**config.mk**
```make
export PLATFORM = sky130hd
export DESIGN_NAME = reg_file
export DESIGN_NICKNAME = d
export VERILOG_FILES = /design/src/design/riscv_pkg.sv /design/src/design/reg_file.sv
export SDC_FILE = /design/constraint.sdc
export NUM_CORES = 2
export LEC_CHECK = 0
export BUFFER_PORTS_ARGS = -buffer_cell sky130_fd_sc_hd__buf_2
export CORE_MARGIN = 1
export CORE_UTILIZATION = 40
export CTS_CLUSTER_SIZE = 40
export DETAILED_ROUTE_END_ITERATION = 12
export PLACE_DENSITY = 0.63
export SYNTH_ARGS = -nofsm -noshare
export SYNTH_HDL_FRONTEND = slang
export SYNTH_SLANG_ARGS = --single-unit
```
**constraint.sdc**
```tcl
create_clock -name clk -period 1.9 [get_ports clk]
set_input_delay 0.095 -clock clk [delete_from_list [all_inputs] [get_ports clk]]
set_output_delay 0.095 -clock clk [all_outputs]
set_load 0.01 [all_outputs]
```
**src/design/riscv_pkg.sv**
```systemverilog
`default_nettype none

package riscv_pkg;

  typedef logic [31:0] xlen_t;
  typedef logic [31:0] pc_t;
  typedef logic [31:0] inst_t;
  typedef logic [4:0]  reg_addr_t;
  typedef logic [9:0]  imem_addr_t; // 1K instruction words
  typedef logic [9:0]  dmem_addr_t; // 4 KB of data

  localparam int          IMEM_DEPTH = 1024;
  localparam int          DMEM_DEPTH = 1024;
  localparam pc_t         RESET_PC   = 32'h0000_0000;
  localparam logic [11:0] CSR_TOHOST = 12'h51e;

  // Major opcodes
  localparam logic [6:0] OP_LUI    = 7'b0110111;
  localparam logic [6:0] OP_AUIPC  = 7'b0010111;
  localparam logic [6:0] OP_JAL    = 7'b1101111;
  localparam logic [6:0] OP_JALR   = 7'b1100111;
  localparam logic [6:0] OP_BRANCH = 7'b1100011;
  localparam logic [6:0] OP_LOAD   = 7'b0000011;
  localparam logic [6:0] OP_STORE  = 7'b0100011;
  localparam logic [6:0] OP_IMM    = 7'b0010011;
  localparam logic [6:0] OP_REG    = 7'b0110011;
  localparam logic [6:0] OP_SYSTEM = 7'b1110011;

  // Branch conditions
  localparam logic [2:0] F3_BEQ  = 3'b000;
  localparam logic [2:0] F3_BNE  = 3'b001;
  localparam logic [2:0] F3_BLT  = 3'b100;
  localparam logic [2:0] F3_BGE  = 3'b101;
  localparam logic [2:0] F3_BLTU = 3'b110;
  localparam logic [2:0] F3_BGEU = 3'b111;

  // Load and store widths, word access is the fallback
  localparam logic [2:0] F3_LB  = 3'b000;
  localparam logic [2:0] F3_LH  = 3'b001;
  localparam logic [2:0] F3_LBU = 3'b100;
  localparam logic [2:0] F3_LHU = 3'b101;
  localparam logic [2:0] F3_SB  = 3'b000;
  localparam logic [2:0] F3_SH  = 3'b001;

  localparam logic [2:0] F3_CSRRW  = 3'b001;
  localparam logic [2:0] F3_CSRRWI = 3'b101;

  typedef enum logic [3:0] {
    ALU_ADD, ALU_SUB, ALU_SLL, ALU_SLT, ALU_SLTU,
    ALU_XOR, ALU_SRL, ALU_SRA, ALU_OR, ALU_AND,
    ALU_PASS_B // LUI
  } alu_op_e;

  typedef enum logic [1:0] {
    WB_ALU, WB_MEM, WB_PC4, WB_NONE
  } wb_sel_e;

endpackage

`default_nettype wire
```
**src/design/reg_file.sv**
```systemverilog
`timescale 1ns/1ps
`default_nettype none

module reg_file (
  input  logic                 clk,
  input  logic                 reset,
  input  riscv_pkg::reg_addr_t rs1_addr,
  input  riscv_pkg::reg_addr_t rs2_addr,
  output riscv_pkg::xlen_t     rs1_data,
  output riscv_pkg::xlen_t     rs2_data,
  input  logic                 wb_we,
  input  riscv_pkg::reg_addr_t wb_rd,
  input  riscv_pkg::xlen_t     wb_data
);
  riscv_pkg::xlen_t regs [32]; // Entry 0 never written

  // Same-cycle write shows up on the read port
  function automatic riscv_pkg::xlen_t read_port(input riscv_pkg::reg_addr_t a);
    if (a == '0) begin
      return '0;
    end
    if (wb_we && wb_rd == a) begin
      return wb_data;
    end
    return regs[a];
  endfunction

  always_ff @(posedge clk) begin
    if (reset) begin
      for (int i = 0; i < 32; i++) begin
        regs[i] <= '0;
      end
    end else if (wb_we && wb_rd != '0) begin
      regs[wb_rd] <= wb_data;
    end
  end

  assign rs1_data = read_port(rs1_addr);
  assign rs2_data = read_port(rs2_addr);

endmodule

`default_nettype wire

```
==> out/metrics.cfg <==
[die]
initial_core_util = 0.403
core_sq_um = 137000
die_w_um = 374
num_io_pins = 114
rows = 136
design.die.area_sq_um = 140000
die_h_um = 374

[timing]
holdWs_ns = 0.0572
relSlewSlack = 0.496
max_clock_freq_ghz = 0.366
finalSetupViolations = 64
hold_violations = 0
worstMarginPinSlew_ns = 0.757
rsz0062_at_grt = yes
maxSlewViolCount = 0
fin_ws_ns = -0.833
finalCriticalPeriod_ns = 2.73
post-route-period-util = 1.44

[critical_path]
worstSetupPathType = reg2out
crit_cells = 7
cp_top_family = multiplexers
path_buf_inv = 2
start_kind = flop
critPathCaptureType = output port
worst-path-max-fanout = 2
critical_path.max_stage_delay_ns = 0.48
arrival_ns = 2.64
crit_slowest_cell = mux4_2
crit_chain = mux4_2 > mux2i_2 > a211oi_2 > nor3_2 > a21oi_1 > buf_4 > buf_6
cp.required_ns = 1.80

[pwr]
power_density_nw_per_um2 = 846
ir_drop_mv = 0.790
p_comb_frac = 0.155
power_frac_seq = 0.461
swShare = 0.258
p_leak_nw = 24.8
p_int_mw = 43.1
switchingPower_mw = 15.0
clkPwrFrac = 0.384

[outcome]
violations = design-rule violations, negative setup slack
status = complete, but fails checks

[finish]
drive_gt1_frac = 0.374
instances_no_fill = 6195
layout_commonest_cell = edfxtp_1
largest_registers = regs (1024)
mostFrequentLayoutCells = edfxtp_1 (1,024), and2_1 (994), buf_4 (436), mux4_2 (382), mux2i_1 (223)
fill_cells = 11479
fin_nets = 4358
regMostFlops = regs
largest_register_ffs = 1024
area_growth_syn_to_layout_pct = 24.0

[place]
port_buffers = 113
place_inst = 5954
place.gp.congestion = 0.919
place_hpwl_mm = 142

[global_route]
overflow = 0
grt_pass1_vias = 38918
grt_max_degree = 46
antenna_found_initial = 33
grt_use_total = 0.307
grt_pass1_wl_mm = 301

[worst_hold_path]
min_path_type = in2reg
min_delay_path_depth = 2

[yosys]
yosys_warnings = 0
yosysUniqueCellTypes = 57
yosys_register_bits = 1024
async_reset_ff_frac = 0
synth_cells = 3843
synth_ff_type = edfxtp_1
synth_edf_count = 1024
ys_seq_area_frac = 0.555
syn-cell-area_sq_um = 55400
syn_area_per_cell_sq_um = 14.4

[run]
timing.max_cap.violations = 0

[route]
firstDrtPassIters = 10
drtIter0Drc = 6602
wl_per_cell_um = 35.1
wl_mm = 218
num_vias = 40000
via_per_inst = 6.46
drc_errors = 3
final_antenna_net_count = 0

[clocking]
cts.clk_slew.worst_paths_ns = 0.06
tritoncts = built
clockRootBuffer = clkbuf_16
cts_made_buffers = 109
htree_levels = 3
cts_buffer_depth = 3
cts_sinks = 1024

repair_timing:
action                                 CTS  global route
cloned                                   0             0
setup endpoints to repair               64            64
hold buffers                            27             0
endpoints found under the hold margin  438             0
setup buffers                           20             6
gates resized for setup                285            64
pin swaps                              173            37
cell families after synthesis:
group / synth area share
other: 0.0000677
AND/OR/NAND/NOR: 0.137
multiplexers: 0.212
flip-flops: 0.555
AO/OA/AOI/OAI: 0.0573
buffers and inverters: 0.0369
XOR/XNOR: 0.00158
cell usage after synthesis, types with 52 or more instances:
master | number | share of area
nand2_1 | 53 | 0.0036
o22ai_1 | 57 | 0.0064
nor2_1 | 74 | 0.0050
and2_1 | 994 | 0.11
o21ai_0 | 54 | 0.0049
a22oi_1 | 79 | 0.011
clkbuf_1 | 277 | 0.019
a211oi_1 | 52 | 0.0070
buf_2 | 71 | 0.0064
edfxtp_1 | 1024 | 0.56
mux2_2 | 64 | 0.013
mux2i_1 | 238 | 0.043
mux4_2 | 381 | 0.15
area by class of cell:
cell class                      instances  area (sq um)  share of cell area
Multi-Input combinational cell       2430         24300               0.353
Clock inverter                         73           792              0.0115
Tap cell                             1794          2240              0.0327
Clock buffer                          125          2870              0.0418
Sequential cell                      1024         30700               0.448
Antenna cell                            6          15.0            0.000219
Inverter                                2          7.51            0.000109
Timing Repair Buffer                  741          7750               0.113
worst paths after layout:
| kind | startpoint | endpoint | slack, ns |
|---|---|---|---|
| min | wb_data[14] | regs[30][14] | 0.06 |
| max | regs[24][22] | rs2_data[22] | -0.83 |
stage by stage:
step | setup TNS (ns) | power (mW) | area, sq um | utilization | worst slack [ns]
2_1_floorplan | 0 | 31.2 | 55500 | - | 0.0445
5_1_grt | -45.49 | 59.3 | 68700 | 0.500 | -0.904
3_3_place_gp | -52.61 | 35.2 | 63200 | 0.460 | -0.975
6_report | -41.55 | 58.1 | 68700 | 0.500 | -0.833
3_5_place_dp | -59.54 | 35.3 | 63200 | 0.460 | -0.972
4_1_cts | -42.65 | 57.8 | 68300 | 0.497 | -0.859
power groups by stage:
stage               Sequential [mW]  Combinational [mW]  Clock, mW
finish                         26.8                9.01       22.3
CTS                            26.7                8.68       22.4
floorplan                      26.9                4.24          0
detailed placement             27.2                8.08          0
global route                   26.9                9.22       23.2
global placement               27.1                8.04          0
per-layer routing:
layer  global-route usage  up-vias  share of wire  wire length, um
li1                     -    15682              -                -
met1                0.417    20516           0.37            80100
met2                0.452     3136           0.43            94200
met3               0.0901      650           0.14            31300
met4                0.144       16          0.055            11900
met5                    0        -        0.00047              103
Note: power is estimated with default switching activity, not from simulation.
