[src/design/riscv_pkg.sv]
`default_nettype none

package riscv_pkg;

  typedef logic [31:0] xlen_t;
  typedef logic [31:0] pc_t;
  typedef logic [31:0] inst_t;
  typedef logic [4:0]  reg_addr_t;
  typedef logic [9:0]  imem_addr_t; // 1K instruction words
  typedef logic [9:0]  dmem_addr_t; // 4 KB of data

  localparam int          IMEM_DEPTH = 1024;
  localparam int          DMEM_DEPTH = 1024;
  localparam pc_t         RESET_PC   = 32'h0000_0000;
  localparam logic [11:0] CSR_TOHOST = 12'h51e;

  // Major opcodes
  localparam logic [6:0] OP_LUI    = 7'b0110111;
  localparam logic [6:0] OP_AUIPC  = 7'b0010111;
  localparam logic [6:0] OP_JAL    = 7'b1101111;
  localparam logic [6:0] OP_JALR   = 7'b1100111;
  localparam logic [6:0] OP_BRANCH = 7'b1100011;
  localparam logic [6:0] OP_LOAD   = 7'b0000011;
  localparam logic [6:0] OP_STORE  = 7'b0100011;
  localparam logic [6:0] OP_IMM    = 7'b0010011;
  localparam logic [6:0] OP_REG    = 7'b0110011;
  localparam logic [6:0] OP_SYSTEM = 7'b1110011;

  // Branch conditions
  localparam logic [2:0] F3_BEQ  = 3'b000;
  localparam logic [2:0] F3_BNE  = 3'b001;
  localparam logic [2:0] F3_BLT  = 3'b100;
  localparam logic [2:0] F3_BGE  = 3'b101;
  localparam logic [2:0] F3_BLTU = 3'b110;
  localparam logic [2:0] F3_BGEU = 3'b111;

  // Load and store widths, word access is the fallback
  localparam logic [2:0] F3_LB  = 3'b000;
  localparam logic [2:0] F3_LH  = 3'b001;
  localparam logic [2:0] F3_LBU = 3'b100;
  localparam logic [2:0] F3_LHU = 3'b101;
  localparam logic [2:0] F3_SB  = 3'b000;
  localparam logic [2:0] F3_SH  = 3'b001;

  localparam logic [2:0] F3_CSRRW  = 3'b001;
  localparam logic [2:0] F3_CSRRWI = 3'b101;

  typedef enum logic [3:0] {
    ALU_ADD, ALU_SUB, ALU_SLL, ALU_SLT, ALU_SLTU,
    ALU_XOR, ALU_SRL, ALU_SRA, ALU_OR, ALU_AND,
    ALU_PASS_B // LUI
  } alu_op_e;

  typedef enum logic [1:0] {
    WB_ALU, WB_MEM, WB_PC4, WB_NONE
  } wb_sel_e;

endpackage

`default_nettype wire
[src/design/pipe_if.sv]
`timescale 1ns/1ps
`default_nettype none

// One decoded instruction, decode to execute
interface pipe_if;
  logic                 valid;
  riscv_pkg::pc_t       pc;
  riscv_pkg::reg_addr_t rs1;
  riscv_pkg::reg_addr_t rs2;
  riscv_pkg::xlen_t     rs1_val;
  riscv_pkg::xlen_t     rs2_val;
  riscv_pkg::xlen_t     imm;
  riscv_pkg::reg_addr_t rd;
  riscv_pkg::alu_op_e   alu_op;
  logic                 a_pc;   // A operand is pc
  logic                 b_imm;  // B operand is imm
  riscv_pkg::wb_sel_e   wb_sel;
  logic                 branch;
  logic                 jump;
  logic                 jalr;
  logic                 store;
  logic                 load;
  logic [2:0]           funct3;
  logic                 csr_we;
  logic                 csr_imm;
  logic                 flush;  // Taken branch or jump in execute

  modport decode_mp (output valid, pc, rs1, rs2, rs1_val, rs2_val, imm, rd, alu_op, a_pc,
                     b_imm, wb_sel, branch, jump, jalr, store, load, funct3, csr_we,
                     csr_imm, input flush);
  modport execute_mp (input valid, pc, rs1, rs2, rs1_val, rs2_val, imm, rd, alu_op, a_pc,
                      b_imm, wb_sel, branch, jump, jalr, store, load, funct3, csr_we,
                      csr_imm, output flush);
endinterface

`default_nettype wire

[src/design/execute_stage.sv]
`timescale 1ns/1ps
`default_nettype none

module execute_stage (
  input  logic                  clk,
  input  logic                  reset,
  pipe_if.execute_mp            dx,
  output logic                  redirect,
  output riscv_pkg::pc_t        redirect_pc,
  output logic                  wb_we,
  output riscv_pkg::reg_addr_t  wb_rd,
  output riscv_pkg::xlen_t      wb_data,
  output riscv_pkg::dmem_addr_t mem_addr,
  output riscv_pkg::xlen_t      mem_wdata,
  output logic [3:0]            mem_be,
  output logic                  mem_re,
  output logic [2:0]            mem_funct3,
  output logic [1:0]            mem_byte_off,
  input  riscv_pkg::xlen_t      mem_rdata,
  output riscv_pkg::xlen_t      csr,
  output logic                  csr_we
);
  riscv_pkg::xlen_t   rs1_val;
  riscv_pkg::xlen_t   rs2_val;
  riscv_pkg::xlen_t   op_a;
  riscv_pkg::xlen_t   op_b;
  riscv_pkg::xlen_t   alu_y;
  logic               cond;
  logic               wb_valid_q;
  riscv_pkg::wb_sel_e wb_sel_q;
  riscv_pkg::xlen_t   result_q;
  riscv_pkg::pc_t     pc4_q;

  // Writeback bypass, load data included
  assign rs1_val = (wb_we && wb_rd == dx.rs1) ? wb_data : dx.rs1_val;
  assign rs2_val = (wb_we && wb_rd == dx.rs2) ? wb_data : dx.rs2_val;
  assign op_a    = dx.a_pc ? dx.pc : rs1_val;
  assign op_b    = dx.b_imm ? dx.imm : rs2_val;

  always_comb begin
    case (dx.alu_op)
      riscv_pkg::ALU_ADD:  alu_y = op_a + op_b;
      riscv_pkg::ALU_SUB:  alu_y = op_a - op_b;
      riscv_pkg::ALU_SLL:  alu_y = op_a << op_b[4:0];
      riscv_pkg::ALU_SLT:  alu_y = {31'b0, $signed(op_a) < $signed(op_b)};
      riscv_pkg::ALU_SLTU: alu_y = {31'b0, op_a < op_b};
      riscv_pkg::ALU_XOR:  alu_y = op_a ^ op_b;
      riscv_pkg::ALU_SRL:  alu_y = op_a >> op_b[4:0];
      riscv_pkg::ALU_SRA:  alu_y = $signed(op_a) >>> op_b[4:0];
      riscv_pkg::ALU_OR:   alu_y = op_a | op_b;
      riscv_pkg::ALU_AND:  alu_y = op_a & op_b;
      default:             alu_y = op_b;
    endcase
  end

  always_comb begin
    case (dx.funct3)
      riscv_pkg::F3_BEQ:  cond = rs1_val == rs2_val;
      riscv_pkg::F3_BNE:  cond = rs1_val != rs2_val;
      riscv_pkg::F3_BLT:  cond = $signed(rs1_val) < $signed(rs2_val);
      riscv_pkg::F3_BGE:  cond = $signed(rs1_val) >= $signed(rs2_val);
      riscv_pkg::F3_BLTU: cond = rs1_val < rs2_val;
      riscv_pkg::F3_BGEU: cond = rs1_val >= rs2_val;
      default:            cond = 1'b0;
    endcase
  end

  assign redirect    = dx.valid && (dx.jump || (dx.branch && cond));
  assign redirect_pc = dx.jalr ? {alu_y[31:1], 1'b0} : dx.pc + dx.imm;
  assign dx.flush    = redirect; // Kills the fetch and decode slots

  // Lane replication, byte enables pick the lane
  always_comb begin
    case (dx.funct3)
      riscv_pkg::F3_SB: begin
        mem_wdata = {4{rs2_val[7:0]}};
        mem_be    = 4'b0001 << alu_y[1:0];
      end
      riscv_pkg::F3_SH: begin
        mem_wdata = {2{rs2_val[15:0]}};
        mem_be    = 4'b0011 << {alu_y[1], 1'b0};
      end
      default: begin
        mem_wdata = rs2_val;
        mem_be    = 4'b1111;
      end
    endcase
    if (!(dx.valid && dx.store)) begin
      mem_be = 4'b0000;
    end
  end

  assign mem_addr     = alu_y[11:2];
  assign mem_byte_off = alu_y[1:0];
  assign mem_re       = dx.valid && dx.load;
  assign mem_funct3   = dx.funct3;

  always_ff @(posedge clk) begin
    if (reset) begin
      wb_valid_q <= 1'b0;
      csr_we     <= 1'b0;
      csr        <= '0;
    end else begin
      wb_valid_q <= dx.valid;
      csr_we     <= dx.valid && dx.csr_we;
      if (dx.valid && dx.csr_we) begin
        csr <= dx.csr_imm ? {27'b0, dx.rs1} : rs1_val; // uimm sits in the rs1 field
      end
    end
  end

  always_ff @(posedge clk) begin
    wb_sel_q <= dx.wb_sel;
    wb_rd    <= dx.rd;
    result_q <= dx.csr_we ? csr : alu_y; // CSRRW returns the old tohost
    pc4_q    <= dx.pc + 32'd4;
  end

  assign wb_we = wb_valid_q && wb_sel_q != riscv_pkg::WB_NONE && wb_rd != '0;

  always_comb begin
    case (wb_sel_q)
      riscv_pkg::WB_MEM: wb_data = mem_rdata;
      riscv_pkg::WB_PC4: wb_data = pc4_q;
      default:           wb_data = result_q;
    endcase
  end

  // Halfword and word accesses stay naturally aligned
  assert property (@(posedge clk) disable iff (reset)
    dx.valid && (dx.load || dx.store) |->
      !(dx.funct3[1:0] == 2'b01 && alu_y[0]) &&
      !(dx.funct3[1:0] == 2'b10 && alu_y[1:0] != 2'b00));

endmodule

`default_nettype wire

[src/flat_wrapper.sv]
// flat-port wrapper written by rule: the top's interface ports become plain ports
module execute_stage_flat 
  (clk, reset, redirect, redirect_pc, wb_we, wb_rd, wb_data, mem_addr, mem_wdata, mem_be, mem_re, mem_funct3, mem_byte_off, mem_rdata, csr, csr_we, dx_valid, dx_pc, dx_rs1, dx_rs2, dx_rs1_val, dx_rs2_val, dx_imm, dx_rd, dx_alu_op, dx_a_pc, dx_b_imm, dx_wb_sel, dx_branch, dx_jump, dx_jalr, dx_store, dx_load, dx_funct3, dx_csr_we, dx_csr_imm, dx_flush);
  pipe_if dx_i ();
  input  logic clk;
  input  logic reset;
  output logic redirect;
  output riscv_pkg::pc_t redirect_pc;
  output logic wb_we;
  output riscv_pkg::reg_addr_t wb_rd;
  output riscv_pkg::xlen_t wb_data;
  output riscv_pkg::dmem_addr_t mem_addr;
  output riscv_pkg::xlen_t mem_wdata;
  output logic [3:0] mem_be;
  output logic mem_re;
  output logic [2:0] mem_funct3;
  output logic [1:0] mem_byte_off;
  input  riscv_pkg::xlen_t mem_rdata;
  output riscv_pkg::xlen_t csr;
  output logic csr_we;
  input wire logic [$bits(dx_i.valid)-1:0] dx_valid;
  input wire logic [$bits(dx_i.pc)-1:0] dx_pc;
  input wire logic [$bits(dx_i.rs1)-1:0] dx_rs1;
  input wire logic [$bits(dx_i.rs2)-1:0] dx_rs2;
  input wire logic [$bits(dx_i.rs1_val)-1:0] dx_rs1_val;
  input wire logic [$bits(dx_i.rs2_val)-1:0] dx_rs2_val;
  input wire logic [$bits(dx_i.imm)-1:0] dx_imm;
  input wire logic [$bits(dx_i.rd)-1:0] dx_rd;
  input wire logic [$bits(dx_i.alu_op)-1:0] dx_alu_op;
  input wire logic [$bits(dx_i.a_pc)-1:0] dx_a_pc;
  input wire logic [$bits(dx_i.b_imm)-1:0] dx_b_imm;
  input wire logic [$bits(dx_i.wb_sel)-1:0] dx_wb_sel;
  input wire logic [$bits(dx_i.branch)-1:0] dx_branch;
  input wire logic [$bits(dx_i.jump)-1:0] dx_jump;
  input wire logic [$bits(dx_i.jalr)-1:0] dx_jalr;
  input wire logic [$bits(dx_i.store)-1:0] dx_store;
  input wire logic [$bits(dx_i.load)-1:0] dx_load;
  input wire logic [$bits(dx_i.funct3)-1:0] dx_funct3;
  input wire logic [$bits(dx_i.csr_we)-1:0] dx_csr_we;
  input wire logic [$bits(dx_i.csr_imm)-1:0] dx_csr_imm;
  output wire logic [$bits(dx_i.flush)-1:0] dx_flush;
  assign dx_i.valid = dx_valid;
  assign dx_i.pc = dx_pc;
  assign dx_i.rs1 = dx_rs1;
  assign dx_i.rs2 = dx_rs2;
  assign dx_i.rs1_val = dx_rs1_val;
  assign dx_i.rs2_val = dx_rs2_val;
  assign dx_i.imm = dx_imm;
  assign dx_i.rd = dx_rd;
  assign dx_i.alu_op = dx_alu_op;
  assign dx_i.a_pc = dx_a_pc;
  assign dx_i.b_imm = dx_b_imm;
  assign dx_i.wb_sel = dx_wb_sel;
  assign dx_i.branch = dx_branch;
  assign dx_i.jump = dx_jump;
  assign dx_i.jalr = dx_jalr;
  assign dx_i.store = dx_store;
  assign dx_i.load = dx_load;
  assign dx_i.funct3 = dx_funct3;
  assign dx_i.csr_we = dx_csr_we;
  assign dx_i.csr_imm = dx_csr_imm;
  assign dx_flush = dx_i.flush;
  execute_stage u_core (.clk(clk), .reset(reset), .dx(dx_i), .redirect(redirect), .redirect_pc(redirect_pc), .wb_we(wb_we), .wb_rd(wb_rd), .wb_data(wb_data), .mem_addr(mem_addr), .mem_wdata(mem_wdata), .mem_be(mem_be), .mem_re(mem_re), .mem_funct3(mem_funct3), .mem_byte_off(mem_byte_off), .mem_rdata(mem_rdata), .csr(csr), .csr_we(csr_we));
endmodule
[config.mk]
export PLATFORM = sky130hd
export DESIGN_NAME = execute_stage_flat
export DESIGN_NICKNAME = d
export VERILOG_FILES = /design/src/design/riscv_pkg.sv /design/src/design/pipe_if.sv /design/src/design/execute_stage.sv /design/src/flat_wrapper.sv
export SDC_FILE = /design/constraint.sdc
export NUM_CORES = 1
export LEC_CHECK = 0
export BUFFER_PORTS_ARGS = -buffer_cell sky130_fd_sc_hd__buf_2
export CAP_MARGIN = 20
export CORE_MARGIN = 2
export CORE_UTILIZATION = 35
export DETAILED_ROUTE_END_ITERATION = 16
export GPL_TIMING_DRIVEN = 0
export SLEW_MARGIN = 20
export SYNTH_ARGS = -nofsm -noshare
export SYNTH_HDL_FRONTEND = slang
export SYNTH_SLANG_ARGS = --single-unit
[constraint.sdc]
create_clock -name clk -period 31.5 [get_ports clk]
set_input_delay 9.45 -clock clk [delete_from_list [all_inputs] [get_ports clk]]
set_output_delay 9.45 -clock clk [all_outputs]
set_load 0.02 [all_outputs]
==> reports/metrics.sh <==
CLOCK-ROOT-BUFFER='clkbuf_16'
FIN_CRIT_SHARE_PCT=84.75
GLOBAL_ROUTE.USAGE.TOTAL_PCT=42.95
TRITONCTS='built'
WORST_SKEW_PAIR.LATE_LATENCY_NS=0.38
WL_MET3_MM=15.05
DRT.ANTENNA.VIOLATING_NETS=0
CTS_NUM_SINKS=105
SYNTHDISTINCTLIBCELLS=93
WORSTMARGINPINSLEW_NS=1.281
RATIO_OF_CELLS_WITH_DRIVE_ABOVE_1_IN_THE_FINAL_LAYOUT_PCT=16.28
DR_TOTAL_VIAS=24590
DRV_CAP=0
INITIAL_CORE_UTIL_PCT=35.37
SYNTH-EDFF-COUNT=0
FIRST_PASS_ITERS=6
DRCVIOLATIONCOUNT=0
AVGSYNTHCELLAREA_UM2=6.916
TIMING.FINAL.SETUP_VIOLATIONS=0
IO_PINS=353
GRT_SETUP_UNREPAIRED='no'
P_LEAK_nW=9.916
SYNTH_XOR_XNOR_AREA_SHARE_PCT=4.155
SYNTHESIS.NETS=3044
FLOW.AREA_GROWTH_FROM_SYNTHESIS_PCT=17.13
CRITPATHREQUIREDTIME_NS=22.05
DESIGN.FINAL.NETS=3410
CTS_BUFFER_DEPTH=2
ROUTED-WL-MET2_MM=50.03
CLOCK_SLEW_AT_REPORTED_PATH_FFS_NS=0.08
CRITICALPATHCATEGORY='input pin to output port'
MAPPEDNETLISTAREA_UM2=18550
SYNTH_SEQ_CELLS=105
SEQ_AREA_FRAC_SYNTH_PCT=11.33
POST_SYNTH_MUX_AREA_SHARE_PCT=11.08
GLOBALROUTE.TOTALOVERFLOW=0
POST_SYNTH_INST_COUNT=2682
FIN_SKEW_NS=0.01162
SYNTH_TOP_FAMILY_BY_AREA='compound AO/OA/AOI/OAI gates'
ROUTED.TOP_LAYER='met5'
FINAL-MAX-SLEW-VIOLATION-COUNT=0
ACHIEVABLE-FREQUENCY_MHz=37.46
DESIGN.DIE.AREA_UM2=54850
MULTIINPUTGATEAREA_UM2=15160
WIRELENGTH_MM=123.6
DRT-INITIAL-DRC-COUNT=3742
RELSLEWSLACK_PCT=14.59
PLACE_HPWL_MM=103.0
STARTPOINT_TYPE='input pin'
FIRST_PASS_GRT_WIRE_LENGTH_MM=167.0
POWER_DENSITY_nW_PER_UM2=36.10
DIE_Y_UM=234.2
YS.WARNINGS.COUNT=0
WORST-PATH-MAX-FANOUT=10
FINALNONFILLERCELLS=3745
POST-PLACE-WS_NS=5.279
FINAL_CORE_UTIL_PCT=41.43
NUMBER_OF_ANTENNA_VIOLATIONS_AT_THE_FIRST_CHECK_IN_GLOBAL_ROUTING=11
SETUP.WORST_PATH.END_CLASS='output port'
WORST_IR_DROP_VDD_mV=0.02252
HOLD_CLASS='flop to flop'
SYNTH_SIMPLE_GATE_AREA_SHARE_PCT=20.45
DETAILED_ROUTE_WIRE_LENGTH_ON_METAL_1_MM=50.86
FINALHOLDVIOLCOUNT=0
FIN_AREA_UM2=21730
SYNTH_ADDER_AREA_SHARE_PCT=11.32
ROW_COUNT=84
WIRE_PER_INST_UM=33.00
POST-PLACE-CELLS=3725
OUTCOME='finished clean'
STANDARD_CELL_CORE_AREA_UM2=52450
CTS-HOLD-FIX-BUFFERS=0
TNS_NS=0
REGAREA_UM2=2102
VIA_COUNT_OF_THE_FIRST_GLOBAL_ROUTING_PASS=22200
DETAIL_ROUTE.VIAS_PER_CELL=6.566
PORT_BUFFERS=348
MIN_PERIOD_NS=26.70
PLACED_CELL_AREA_UM2=21420
CTS_SETUP_BUFFERS=0
WORSTPATHARRIVAL_NS=17.25
GPL.FINAL_WEIGHTED_CONGESTION=1.058
POST_CTS_RESIZED=0
DIE_X_UM=234.2
SYNTH_COMPOUND_GATE_AREA_SHARE_PCT=33.63
HTREEDEPTH=3
ASYNC_FLOP_SHARE_PCT=0
NUMCTSBUFFERS=9
YOSYS_MOST_USED_DFF='dfxtp_1'
GRT_START_MAX_NET_PINS=19
NUM-FILL-CELLS=5709
LAYOUT_SETUP_WS_NS=4.803
[power breakdown]
| group | internal [mW] | switching (mW) |
|---|---|---|
| combinational | 0.156 | 0.366 |
| clock | 0.0568 | 0.0587 |
| sequential | 0.142 | 0.00456 |
[critical path, stage by stage]
cell      delay (ns)
buf_2           0.10
xnor2_1         0.21
and4_1          0.21
clkbuf_1        0.31
nand2_1         0.26
clkbuf_1        0.34
clkbuf_1        0.33
o21ai_0         0.80
mux2i_1         0.32
inv_1           0.15
ha_1            0.14
clkbuf_1        0.46
clkinv_1        0.42
nor3_1          0.60
or4b_2          0.70
and4b_1         0.39
o21ai_0         0.25
a21oi_1         0.29
o21a_1          0.16
nor3_1          0.05
o32ai_1         0.86
mux2i_1         0.17
buf_2           0.24
[state kept, by name, summed over array words and instances (netlist names)]
register           flops
u_core.csr            32
u_core.pc4_q          32
u_core.result_q       32
u_core.wb_rd           5
u_core.wb_sel_q        2
u_core.csr_we          1
u_core.wb_valid_q      1
[path summary, 6_finish.rpt]
| kind | end | from | depth (start not counted) | slack (ns) |
|---|---|---|---|---|
| worst min-delay path | u_core.result_q[14] | u_core.csr[14] | 2 | 0.51 |
| worst min register to register | u_core.result_q[14] | u_core.csr[14] | 2 | 0.51 |
| worst max-delay path | redirect_pc[31] | dx_rs2[1] | 23 | 4.80 |
| worst max register to register | u_core.result_q[31] | u_core.wb_rd[0] | 20 | 22.88 |
[cells in the final DEF, fill, tap and decap left out, types with 70 or more instances in the layout]
cell | synthesis | final
a21oi_1 | 209 | 209
a22oi_1 | 72 | 72
buf_2 | 19 | 367
clkbuf_1 | 129 | 129
dfxtp_1 | 105 | 105
ha_1 | 163 | 163
inv_1 | 168 | 168
mux2i_1 | 167 | 167
nand2_1 | 302 | 302
nor2_1 | 231 | 231
o21ai_0 | 189 | 189
xnor2_1 | 70 | 70
[metal layers]
metal | GRT usage, % | up-vias
li1 | - | 10600
met5 | 0 | -
met2 | 60.76 | 1848
met3 | 11.36 | 353
met1 | 59.22 | 11780
met4 | 21.95 | 10
[cell families after synthesis]
kind of cell | count (synthesis)
AOI/OAI and AO/OA | 924
and+or+nand+nor | 829
muxes | 199
buffers and inverters | 371
xor gates and xnor gates | 88
DFF | 105
adders and majority gates | 166
[area by class of cell]
| type | count | share of cell area, % |
|---|---|---|
| Multi-Input combinational cell | 2206 | 69.78 |
| Sequential cell | 105 | 9.675 |
| Timing Repair Buffer | 355 | 8.344 |
| Tap cell | 688 | 3.962 |
| Buffer | 192 | 3.778 |
| Inverter | 179 | 3.092 |
| Clock buffer | 10 | 1.100 |
| Clock inverter | 6 | 0.2188 |
| Antenna cell | 4 | 0.04607 |
[stage by stage]
step           hold slack, ns  total power, mW
3_5_place_dp           0.4878           0.6446
6_report               0.5076           0.7843
4_1_cts                0.5020           0.7596
2_1_floorplan          0.5473           0.4448
3_3_place_gp           0.4855           0.6458
5_1_grt                0.5338           0.8085
[cells in the mapped netlist, types with 38 or more instances]
library cell / number / area [um^2]
nor2_1: 231 / 867.1
a211oi_1: 42 / 315.3
o21a_1: 44 / 330.3
xnor2_1: 70 / 613.1
clkbuf_1: 129 / 484.2
inv_1: 168 / 630.6
mux2i_1: 167 / 1672
o211ai_1: 38 / 285.3
dfxtp_1: 105 / 2102
nand2_1: 302 / 1134
a22oi_1: 72 / 540.5
a21oi_1: 209 / 1046
ha_1: 163 / 2039
nor3_1: 54 / 270.3
o21ai_0: 189 / 945.9
nand3_1: 57 / 285.3
(Power assumes the default switching activity.)
