## src/design/riscv_pkg.sv

```systemverilog
`default_nettype none

package riscv_pkg;

  typedef logic [31:0] xlen_t;
  typedef logic [31:0] pc_t;
  typedef logic [31:0] inst_t;
  typedef logic [4:0]  reg_addr_t;
  typedef logic [9:0]  imem_addr_t; // 1K instruction words
  typedef logic [9:0]  dmem_addr_t; // 4 KB of data

  localparam int          IMEM_DEPTH = 1024;
  localparam int          DMEM_DEPTH = 1024;
  localparam pc_t         RESET_PC   = 32'h0000_0000;
  localparam logic [11:0] CSR_TOHOST = 12'h51e;

  // Major opcodes
  localparam logic [6:0] OP_LUI    = 7'b0110111;
  localparam logic [6:0] OP_AUIPC  = 7'b0010111;
  localparam logic [6:0] OP_JAL    = 7'b1101111;
  localparam logic [6:0] OP_JALR   = 7'b1100111;
  localparam logic [6:0] OP_BRANCH = 7'b1100011;
  localparam logic [6:0] OP_LOAD   = 7'b0000011;
  localparam logic [6:0] OP_STORE  = 7'b0100011;
  localparam logic [6:0] OP_IMM    = 7'b0010011;
  localparam logic [6:0] OP_REG    = 7'b0110011;
  localparam logic [6:0] OP_SYSTEM = 7'b1110011;

  // Branch conditions
  localparam logic [2:0] F3_BEQ  = 3'b000;
  localparam logic [2:0] F3_BNE  = 3'b001;
  localparam logic [2:0] F3_BLT  = 3'b100;
  localparam logic [2:0] F3_BGE  = 3'b101;
  localparam logic [2:0] F3_BLTU = 3'b110;
  localparam logic [2:0] F3_BGEU = 3'b111;

  // Load and store widths, word access is the fallback
  localparam logic [2:0] F3_LB  = 3'b000;
  localparam logic [2:0] F3_LH  = 3'b001;
  localparam logic [2:0] F3_LBU = 3'b100;
  localparam logic [2:0] F3_LHU = 3'b101;
  localparam logic [2:0] F3_SB  = 3'b000;
  localparam logic [2:0] F3_SH  = 3'b001;

  localparam logic [2:0] F3_CSRRW  = 3'b001;
  localparam logic [2:0] F3_CSRRWI = 3'b101;

  typedef enum logic [3:0] {
    ALU_ADD, ALU_SUB, ALU_SLL, ALU_SLT, ALU_SLTU,
    ALU_XOR, ALU_SRL, ALU_SRA, ALU_OR, ALU_AND,
    ALU_PASS_B // LUI
  } alu_op_e;

  typedef enum logic [1:0] {
    WB_ALU, WB_MEM, WB_PC4, WB_NONE
  } wb_sel_e;

endpackage

`default_nettype wire
```

## src/design/pipe_if.sv

```systemverilog
`timescale 1ns/1ps
`default_nettype none

// One decoded instruction, decode to execute
interface pipe_if;
  logic                 valid;
  riscv_pkg::pc_t       pc;
  riscv_pkg::reg_addr_t rs1;
  riscv_pkg::reg_addr_t rs2;
  riscv_pkg::xlen_t     rs1_val;
  riscv_pkg::xlen_t     rs2_val;
  riscv_pkg::xlen_t     imm;
  riscv_pkg::reg_addr_t rd;
  riscv_pkg::alu_op_e   alu_op;
  logic                 a_pc;   // A operand is pc
  logic                 b_imm;  // B operand is imm
  riscv_pkg::wb_sel_e   wb_sel;
  logic                 branch;
  logic                 jump;
  logic                 jalr;
  logic                 store;
  logic                 load;
  logic [2:0]           funct3;
  logic                 csr_we;
  logic                 csr_imm;
  logic                 flush;  // Taken branch or jump in execute

  modport decode_mp (output valid, pc, rs1, rs2, rs1_val, rs2_val, imm, rd, alu_op, a_pc,
                     b_imm, wb_sel, branch, jump, jalr, store, load, funct3, csr_we,
                     csr_imm, input flush);
  modport execute_mp (input valid, pc, rs1, rs2, rs1_val, rs2_val, imm, rd, alu_op, a_pc,
                      b_imm, wb_sel, branch, jump, jalr, store, load, funct3, csr_we,
                      csr_imm, output flush);
endinterface

`default_nettype wire

```

## src/design/decode_stage.sv

```systemverilog
`timescale 1ns/1ps
`default_nettype none

module decode_stage (
  input  logic                 clk,
  input  logic                 reset,
  input  riscv_pkg::inst_t     inst,
  input  riscv_pkg::pc_t       inst_pc,
  input  logic                 inst_valid,
  output riscv_pkg::reg_addr_t rs1_addr,
  output riscv_pkg::reg_addr_t rs2_addr,
  input  riscv_pkg::xlen_t     rs1_data,
  input  riscv_pkg::xlen_t     rs2_data,
  pipe_if.decode_mp            dx
);
  logic [6:0]         opcode;
  logic [2:0]         funct3;
  riscv_pkg::xlen_t   imm_i;
  riscv_pkg::xlen_t   imm_s;
  riscv_pkg::xlen_t   imm_b;
  riscv_pkg::xlen_t   imm_u;
  riscv_pkg::xlen_t   imm_j;
  riscv_pkg::xlen_t   imm;
  riscv_pkg::alu_op_e alu_op;
  riscv_pkg::wb_sel_e wb_sel;
  logic               a_pc;
  logic               b_imm;
  logic               branch;
  logic               jump;
  logic               jalr;
  logic               store;
  logic               load;
  logic               csr_we;
  logic               csr_imm;

  // Bit 30 selects SUB only for register ops and SRA for both
  function automatic riscv_pkg::alu_op_e alu_decode(input logic [2:0] f3, input logic alt,
                                                    input logic is_reg);
    case (f3)
      3'b000:  return (alt && is_reg) ? riscv_pkg::ALU_SUB : riscv_pkg::ALU_ADD;
      3'b001:  return riscv_pkg::ALU_SLL;
      3'b010:  return riscv_pkg::ALU_SLT;
      3'b011:  return riscv_pkg::ALU_SLTU;
      3'b100:  return riscv_pkg::ALU_XOR;
      3'b101:  return alt ? riscv_pkg::ALU_SRA : riscv_pkg::ALU_SRL;
      3'b110:  return riscv_pkg::ALU_OR;
      default: return riscv_pkg::ALU_AND;
    endcase
  endfunction

  assign opcode   = inst[6:0];
  assign funct3   = inst[14:12];
  assign rs1_addr = inst[19:15];
  assign rs2_addr = inst[24:20];

  assign imm_i = {{20{inst[31]}}, inst[31:20]};
  assign imm_s = {{20{inst[31]}}, inst[31:25], inst[11:7]};
  assign imm_b = {{19{inst[31]}}, inst[31], inst[7], inst[30:25], inst[11:8], 1'b0};
  assign imm_u = {inst[31:12], 12'b0};
  assign imm_j = {{11{inst[31]}}, inst[31], inst[19:12], inst[20], inst[30:21], 1'b0};

  always_comb begin
    imm     = imm_i;
    alu_op  = riscv_pkg::ALU_ADD; // Address and link math
    a_pc    = 1'b0;
    b_imm   = 1'b1;
    wb_sel  = riscv_pkg::WB_NONE;
    {branch, jump, jalr, store, load, csr_we, csr_imm} = '0;
    case (opcode)
      riscv_pkg::OP_LUI: begin
        imm    = imm_u;
        alu_op = riscv_pkg::ALU_PASS_B;
        wb_sel = riscv_pkg::WB_ALU;
      end
      riscv_pkg::OP_AUIPC: begin
        imm    = imm_u;
        a_pc   = 1'b1;
        wb_sel = riscv_pkg::WB_ALU;
      end
      riscv_pkg::OP_JAL: begin
        imm    = imm_j;
        jump   = 1'b1;
        wb_sel = riscv_pkg::WB_PC4;
      end
      riscv_pkg::OP_JALR: begin
        jump   = 1'b1;
        jalr   = 1'b1;
        wb_sel = riscv_pkg::WB_PC4;
      end
      riscv_pkg::OP_BRANCH: begin
        imm    = imm_b;
        branch = 1'b1;
      end
      riscv_pkg::OP_LOAD: begin
        load   = 1'b1;
        wb_sel = riscv_pkg::WB_MEM;
      end
      riscv_pkg::OP_STORE: begin
        imm   = imm_s;
        store = 1'b1;
      end
      riscv_pkg::OP_IMM: begin
        alu_op = alu_decode(funct3, inst[30], 1'b0);
        wb_sel = riscv_pkg::WB_ALU;
      end
      riscv_pkg::OP_REG: begin
        alu_op = alu_decode(funct3, inst[30], 1'b1);
        b_imm  = 1'b0;
        wb_sel = riscv_pkg::WB_ALU;
      end
      riscv_pkg::OP_SYSTEM: begin
        // Only tohost exists so other CSR numbers fall through as no-ops
        if ((funct3 == riscv_pkg::F3_CSRRW || funct3 == riscv_pkg::F3_CSRRWI) &&
            inst[31:20] == riscv_pkg::CSR_TOHOST) begin
          csr_we  = 1'b1;
          csr_imm = (funct3 == riscv_pkg::F3_CSRRWI);
          wb_sel  = riscv_pkg::WB_ALU;
        end
      end
      default: ;
    endcase
  end

  always_ff @(posedge clk) begin
    if (reset) begin
      dx.valid <= 1'b0;
    end else begin
      dx.valid <= inst_valid && !dx.flush;
    end
  end

  always_ff @(posedge clk) begin
    dx.pc      <= inst_pc;
    dx.rs1     <= rs1_addr;
    dx.rs2     <= rs2_addr;
    dx.rs1_val <= rs1_data;
    dx.rs2_val <= rs2_data;
    dx.imm     <= imm;
    dx.rd      <= inst[11:7];
    dx.alu_op  <= alu_op;
    dx.a_pc    <= a_pc;
    dx.b_imm   <= b_imm;
    dx.wb_sel  <= wb_sel;
    dx.branch  <= branch;
    dx.jump    <= jump;
    dx.jalr    <= jalr;
    dx.store   <= store;
    dx.load    <= load;
    dx.funct3  <= funct3;
    dx.csr_we  <= csr_we;
    dx.csr_imm <= csr_imm;
  end

  // Branch and jump targets land on word boundaries
  assert property (@(posedge clk) disable iff (reset) inst_valid |-> inst_pc[1:0] == 2'b00);

endmodule

`default_nettype wire

```

## src/flat_wrapper.sv

```systemverilog
// flat-port wrapper written by rule: the top's interface ports become plain ports
module decode_stage_flat 
  (clk, reset, inst, inst_pc, inst_valid, rs1_addr, rs2_addr, rs1_data, rs2_data, dx_valid, dx_pc, dx_rs1, dx_rs2, dx_rs1_val, dx_rs2_val, dx_imm, dx_rd, dx_alu_op, dx_a_pc, dx_b_imm, dx_wb_sel, dx_branch, dx_jump, dx_jalr, dx_store, dx_load, dx_funct3, dx_csr_we, dx_csr_imm, dx_flush);
  pipe_if dx_i ();
  input  logic clk;
  input  logic reset;
  input  riscv_pkg::inst_t inst;
  input  riscv_pkg::pc_t inst_pc;
  input  logic inst_valid;
  output riscv_pkg::reg_addr_t rs1_addr;
  output riscv_pkg::reg_addr_t rs2_addr;
  input  riscv_pkg::xlen_t rs1_data;
  input  riscv_pkg::xlen_t rs2_data;
  output wire logic [$bits(dx_i.valid)-1:0] dx_valid;
  output wire logic [$bits(dx_i.pc)-1:0] dx_pc;
  output wire logic [$bits(dx_i.rs1)-1:0] dx_rs1;
  output wire logic [$bits(dx_i.rs2)-1:0] dx_rs2;
  output wire logic [$bits(dx_i.rs1_val)-1:0] dx_rs1_val;
  output wire logic [$bits(dx_i.rs2_val)-1:0] dx_rs2_val;
  output wire logic [$bits(dx_i.imm)-1:0] dx_imm;
  output wire logic [$bits(dx_i.rd)-1:0] dx_rd;
  output wire logic [$bits(dx_i.alu_op)-1:0] dx_alu_op;
  output wire logic [$bits(dx_i.a_pc)-1:0] dx_a_pc;
  output wire logic [$bits(dx_i.b_imm)-1:0] dx_b_imm;
  output wire logic [$bits(dx_i.wb_sel)-1:0] dx_wb_sel;
  output wire logic [$bits(dx_i.branch)-1:0] dx_branch;
  output wire logic [$bits(dx_i.jump)-1:0] dx_jump;
  output wire logic [$bits(dx_i.jalr)-1:0] dx_jalr;
  output wire logic [$bits(dx_i.store)-1:0] dx_store;
  output wire logic [$bits(dx_i.load)-1:0] dx_load;
  output wire logic [$bits(dx_i.funct3)-1:0] dx_funct3;
  output wire logic [$bits(dx_i.csr_we)-1:0] dx_csr_we;
  output wire logic [$bits(dx_i.csr_imm)-1:0] dx_csr_imm;
  input wire logic [$bits(dx_i.flush)-1:0] dx_flush;
  assign dx_valid = dx_i.valid;
  assign dx_pc = dx_i.pc;
  assign dx_rs1 = dx_i.rs1;
  assign dx_rs2 = dx_i.rs2;
  assign dx_rs1_val = dx_i.rs1_val;
  assign dx_rs2_val = dx_i.rs2_val;
  assign dx_imm = dx_i.imm;
  assign dx_rd = dx_i.rd;
  assign dx_alu_op = dx_i.alu_op;
  assign dx_a_pc = dx_i.a_pc;
  assign dx_b_imm = dx_i.b_imm;
  assign dx_wb_sel = dx_i.wb_sel;
  assign dx_branch = dx_i.branch;
  assign dx_jump = dx_i.jump;
  assign dx_jalr = dx_i.jalr;
  assign dx_store = dx_i.store;
  assign dx_load = dx_i.load;
  assign dx_funct3 = dx_i.funct3;
  assign dx_csr_we = dx_i.csr_we;
  assign dx_csr_imm = dx_i.csr_imm;
  assign dx_i.flush = dx_flush;
  decode_stage u_core (.clk(clk), .reset(reset), .inst(inst), .inst_pc(inst_pc), .inst_valid(inst_valid), .rs1_addr(rs1_addr), .rs2_addr(rs2_addr), .rs1_data(rs1_data), .rs2_data(rs2_data), .dx(dx_i));
endmodule
```

## config.mk

```make
export PLATFORM = sky130hd
export DESIGN_NAME = decode_stage_flat
export DESIGN_NICKNAME = d
export VERILOG_FILES = /design/src/design/riscv_pkg.sv /design/src/design/pipe_if.sv /design/src/design/decode_stage.sv /design/src/flat_wrapper.sv
export SDC_FILE = /design/constraint.sdc
export NUM_CORES = 1
export LEC_CHECK = 0
export BUFFER_PORTS_ARGS = -buffer_cell sky130_fd_sc_hd__clkbuf_2
export CAP_MARGIN = 20
export CORE_AREA = 2 2 118 120
export DETAILED_ROUTE_END_ITERATION = 10
export DIE_AREA = 0 0 120 122
export GPL_TIMING_DRIVEN = 0
export PLACE_DENSITY_LB_ADDON = 0.05
export SYNTH_ARGS = -nofsm -noshare
export SYNTH_HDL_FRONTEND = slang
export SYNTH_SLANG_ARGS = --single-unit
```

## constraint.sdc

```tcl
create_clock -name clk -period 3.6 [get_ports clk]
set_clock_uncertainty 0.1 [all_clocks]
set_input_delay 0.72 -clock clk [delete_from_list [all_inputs] [get_ports clk]]
set_output_delay 0.72 -clock clk [all_outputs]
set_load 0.02 [all_outputs]
```

==> metrics, run 1 <==
outcome finished clean; first-pass GRT wire length between 15000 and 20000 µm; register area share after synthesis ~80%; DRT iter0 DRCs ~130; post-synthesis compound-gate area fraction under 10%; Critical Path Start Type primary input; most frequent cells in the layout clkbuf_2 (303), dfxtp_1 (162), clkbuf_16 (17); clock transition at the registers of the reported paths around 0.060 ns; Post-synth EDFFs 0; total inserted antenna cells 0; WP data arrival about 1.2 ns; total design power 4.16 mW; Hold WC Path Type in2reg; die height about 120 µm; Mean Syn Cell Area about 15 µm²; Final Core Density a little under half; share of layout cells above drive strength 1 a little under three fifths; area of the multi-input gates 668 µm²; Critical path origin inst[20]; post-DP HPWL ~9500 µm; largest stage delay on the critical path about 0.15 ns; Slew Viols, Final 0; H-tree depth 4; predominant post-synthesis flop cell dfxtp_1; Post-route DRC 0; Max-Slew Margin vs Limit roughly 65%; worst-margin pin slew between 0.5 and 0.6 ns; Sink Count around 160; die span in x roughly 120 µm; Period Utilization, post-route a little over half; setup TNS 0 ns; Final Non-Filler Cells 790; CTS tree built; Hold Worst Slack 0.305 ns; post-route antenna net violation count 0; 1st-pass router iterations 4; Final Wtd Congestion just over 0.8; Filler cells about 1300; Synth Area in Simple Gates under 10%; maxcap violations 0; CTS Root Cell clkbuf_16; Syn Inst Count 275; most used cell, CP clkbuf_2; commonest non-fill, non-tap cell in the layout clkbuf_2; Post-CTS Setup Repair Bufs 0; core area about 14000 µm²; minimum clock period roughly 2 ns; Crit-path slowest cell clkbuf_2; Place WS between 1 and 1.5 ns; CP required 2.78 ns; asr flop ratio synth 0%; Setup CP Type in2out; number of buffer cells added on primary ports around 300; FF+latch count, synth around 160; Die ar. 14600 µm²; Starting Density between 20% and 30%; Placed Instances ~760; RSZ-0062 raised after global routing no; YS warnings 0; Setup WS post-layout roughly 1.6 ns; Leak approximately 3.3 nW; P per Cell Area between 600 and 700 nW/µm²; CTS Hold Bufs 0; XOR/XNOR share of the synthesized area 0%; Overflow after GRT 0; syn_nets about 410; synthesis-to-finish area growth 58.8%; crit path to rs2_addr[0]; Resized Gates After CTS 0; mux contribution to synthesized area 2.20%; CP Cell Sequence clkbuf_2 -> buf_4 -> clkbuf_2; critical path peak fanout 6; Vias between 3000 and 4000; final-report hold violation count 0; vias in the first global route between 3000 and 4000; num rows 43; initial antenna violation count 0; maximum vdd ir drop approximately 0.26 mV; Top Ports around 300; Synth cell types 41; wire per inst around 15 µm; sequential cell area 3240 µm²; Post-Synth Adder-Cell Area 0%; largest family of logic cells by synthesized area simple AND/OR/NAND/NOR gates; Global Route Usage Sum between 10% and 20%; largest net degree at the start of global routing 17; DR vias/cell between 4 and 5; WL final 11700 µm; # setup viols final 0; Num CTS Buffers 17; CTS max path bufs 2; mapped cell area roughly 4000 µm²; # nets final between 700 and 800; endpoint class of the critical path output pin; Post-Layout Inst Area about 6400 µm²; placed cell area between 5000 and 6000 µm²; f_max approximately 0.5 GHz
==> sequential cells by signal, summed over array words and instances, names as in the netlist, 2 cells and up <==
signal / cells
u_core.dx.imm: 32
u_core.dx.pc: 32
u_core.dx.rs1_val: 32
u_core.dx.rs2_val: 32
u_core.dx.rd: 5
u_core.dx.rs1: 5
u_core.dx.rs2: 5
u_core.dx.alu_op: 4
u_core.dx.funct3: 3
u_core.dx.wb_sel: 2
==> logic make-up (layout without fill, tap and decap cells) <==
kind of cell,after synthesis,in the layout
buffers and inverters,22,357
AND/OR/NAND/NOR,50,50
multiplexers,8,8
flip-flops,162,162
AO/OA/AOI/OAI,33,33
==> critical path, delay by kind of cell <==
kind / cells / cell delay, ns
buffers and inverters: 3 / 0.42
==> cell usage after synthesis (2+ instances only) <==
library cell | count | area, µm²
dfxtp_1 | 162 | 3240
a21o_1 | 11 | 82.6
buf_4 | 11 | 82.6
mux2_1 | 7 | 78.8
nor2_1 | 7 | 26.3
nor2b_1 | 7 | 43.8
a22o_1 | 5 | 43.8
clkbuf_1 | 4 | 15.0
inv_1 | 4 | 15.0
nand2b_1 | 4 | 25.0
a211oi_1 | 3 | 22.5
a21oi_1 | 3 | 15.0
and3_1 | 3 | 18.8
nand2_1 | 3 | 11.3
nand3_1 | 3 | 15.0
nand3b_1 | 3 | 22.5
nor4_1 | 3 | 18.8
o21ai_0 | 3 | 15.0
and4b_1 | 2 | 20.0
buf_2 | 2 | 10.0
nand4_1 | 2 | 12.5
nor3_1 | 2 | 10.0
nor4bb_1 | 2 | 20.0
o32ai_1 | 2 | 17.5
==> area by class of cell <==
cell class                      count  area share, %
Buffer                             18           1.85
Clock buffer                       21           7.17
Clock inverter                     11           2.73
Inverter                            4          0.234
Multi-Input combinational cell     91           10.4
Sequential cell                   162           50.5
Tap cell                          180           3.51
Timing Repair Buffer              303           23.6
==> layer usage <==
layer	routed length (µm)	GRT usage [%]	vias up	share of wire, %
li1	-	-	1572	-
met1	4320	16.3	1479	37
met2	6290	27.7	144	54
met3	952	6.37	14	8.1
met4	153	6.99	0	1.3
met5	0	0	-	0
==> power by group <==
group / total [mW] / internal (mW) / switching (mW)
Combinational: 0.363 / 0.141 / 0.222
Sequential: 1.91 / 1.88 / 0.0226
Clock: 1.89 / 1.20 / 0.690
==> worst min-delay path by stage <==
stage | endpoint | startpoint | cells past startpoint
2_1_floorplan | u_core.dx.funct3[0] | inst[12] | 0
3_3_place_gp | u_core.dx.rs2_val[23] | rs2_data[23] | 1
3_5_place_dp | u_core.dx.pc[19] | inst_pc[19] | 1
4_1_cts | u_core.dx.rs2_val[7] | rs2_data[7] | 1
5_1_grt | u_core.dx.pc[8] | inst_pc[8] | 1
6_report | u_core.dx.rs2_val[7] | rs2_data[7] | 1
Note: power is estimated with default switching activity, not from simulation.
==> inputs of run 2 (changes only) <==
clock period = 1.9 ns   (was 3.6 ns; I/O delays follow)
==> metrics, run 2 (synthesis gave the netlist of run 1 again) <==
outcome finished clean; Comb power frac 10.8% (+2.1 points); Switch Pwr 1.84 mW (+97%); number of buffer cells added on primary ports 303 (unchanged); Internal 6.26 mW (+94%); CP Cell Sequence dlygate4sd3_1 -> clkbuf_2 -> buf_4 -> clkbuf_2; # nets final 836 (+15%); P per Cell Area 1080 nW/µm² (+66%); initial antenna violation count 1 (+1); f_max approximately 0.56 GHz; Num CTS Buffers 17 (unchanged); sequential cell area 3240 µm² (unchanged); # setup viols final 0 (unchanged); Hold WC Path Type in2reg; die span in x 120 µm (unchanged); Vias 3660 (+14%); first-pass GRT wire length 19100 µm (+15%); worst-margin pin slew 0.517 ns (-0.0122 ns); Final Core Density 55.6% (+8.1 points); die height 122 µm (unchanged); Worst Path Buf+Inv 4 (+1); Die ar. 14600 µm² (unchanged); Final Wtd Congestion 0.807 (unchanged); RSZ-0062 raised after global routing no; largest stage delay on the critical path 0.55 ns (+0.40 ns); most frequent cells in the layout clkbuf_2 (303), dfxtp_1 (162), dlygate4sd3_1 (108); CTS tree built; Global Route Usage Sum 17.5% (+1.8 points); vias in the first global route 3661 (+20%); Critical Path Start Type primary input; CTS max path bufs 2 (unchanged); WP data arrival 1.32 ns (+0.17 ns); maxcap violations 0 (unchanged); endpoint class of the critical path output pin; 1st-pass router iterations 4 (unchanged); DR vias/cell 4.08 (+0.34%); Max-Slew Margin vs Limit 65.4% (+0.81 points); Hold Crit Start dx_flush; share of layout cells above drive strength 1 49.2% (-8.3 points); core area 13500 µm² (unchanged); Post-route DRC 0 (unchanged); area of the multi-input gates 681 µm² (+1.9%); Post-CTS Setup Repair Bufs 0 (unchanged); commonest non-fill, non-tap cell in the layout clkbuf_2; Top Ports 304 (unchanged); switching share of power 22.7% (+0.29 points); Starting Density 30.0% (unchanged); final-report hold violation count 0 (unchanged); Sink Count 162 (unchanged); CTS Root Cell clkbuf_16; Leak 3.74 nW (+14%); most used cell, CP clkbuf_2; H-tree depth 4 (unchanged); Seq pwr share 44.6% (-1.2 points); CP required 1.42 ns (-1.36 ns); DRT iter0 DRCs 117 (-7.1%); Filler cells 1160 (-10%); Crit-path slowest cell dlygate4sd3_1; clock transition at the registers of the reported paths 0.06 ns (about the same); wire per inst 14.6 µm (-1.4%); WL final 13100 µm (+12%); critical path peak fanout 3 (-3); largest net degree at the start of global routing 17 (unchanged); Critical path origin inst[17]; Post-Layout Inst Area 7510 µm² (+17%); maximum vdd ir drop 0.495 mV (+90%); post-route antenna net violation count 0 (unchanged); Period Utilization, post-route 94.8%; clock share of power 44.5% (-1.0 points); synthesis-to-finish area growth 85.8%; Crit path max-delay family buffers and inverters; minimum clock period roughly 1.8 ns; Slew Viols, Final 0 (unchanged); Setup CP Type in2out; Overflow after GRT 0 (unchanged); placed cell area 5790 µm² (unchanged); post-DP HPWL 9490 µm (unchanged); num rows 43 (unchanged)
==> run 2: cell types whose count changed in the layout (fill, tap and decap cells not counted) <==
cell,delta
diode_2,+1
nor4bb_1,-1
dlygate4sd3_1,+108
nor4_2,+1
nor4_1,-1
clkbuf_1,-1
nor4bb_2,+1
==> run 2: power groups by stage <==
stage / clock, mW / sequential (mW) / combinational (mW)
after floorplan: 0 / 3.91 / 0.111
after global placement: 0 / 3.69 / 0.700
after detailed placement: 0 / 3.69 / 0.698
after CTS: 3.68 / 3.62 / 0.885
after global routing: 3.85 / 3.63 / 0.939
final: 3.61 / 3.62 / 0.879
==> run 2: cell type report <==
type / count / share of cell area, %
Sequential cell: 162 / 43.2
Timing Repair Buffer: 411 / 34.6
Multi-Input combinational cell: 91 / 9.06
Clock buffer: 21 / 6.13
Tap cell: 180 / 3.00
Clock inverter: 11 / 2.33
Buffer: 17 / 1.53
Inverter: 4 / 0.200
Antenna cell: 1 / 0.0333
==> run 2: metal layers <==
layer | vias to the layer above | global-route usage (%) | share of wire [%]
met4 | 0 | 8.75 | 2.3
li1 | 1790 | - | -
met5 | - | 0 | 0
met2 | 156 | 31.5 | 54
met1 | 1690 | 17.9 | 37
met3 | 24 | 6.32 | 7.5
==> run 2: final timing paths <==
kind,end,cells past startpoint
setup / recovery,rs1_addr[2],4
hold / removal,u_core.dx.valid,2
==> run 2: timing repair <==
item / CTS / global route
endpoints found under the setup margin: 0 / 3
hold buffers: 108 / 0
resized for setup: 0 / 2
hold endpoints to repair: 108 / 0
==> run 2: per-stage QoR <==
step / setup TNS, ns / cells / power, mW / hold WS, ns / worst slack (ns)
finish: 0 / 898 / 8.11 / 0.0255 / 0.0987
global route: 0 / 898 / 8.41 / 0.00373 / 0.0669
CTS: 0 / 898 / 8.18 / 0.00997 / 0.0595
detailed placement: -0.156 / 758 / 4.39 / 0.384 / -0.0246
global placement: -0.135 / 758 / 4.39 / 0.383 / -0.0166
floorplan: 0 / 275 / 4.02 / 0.308 / 0.325
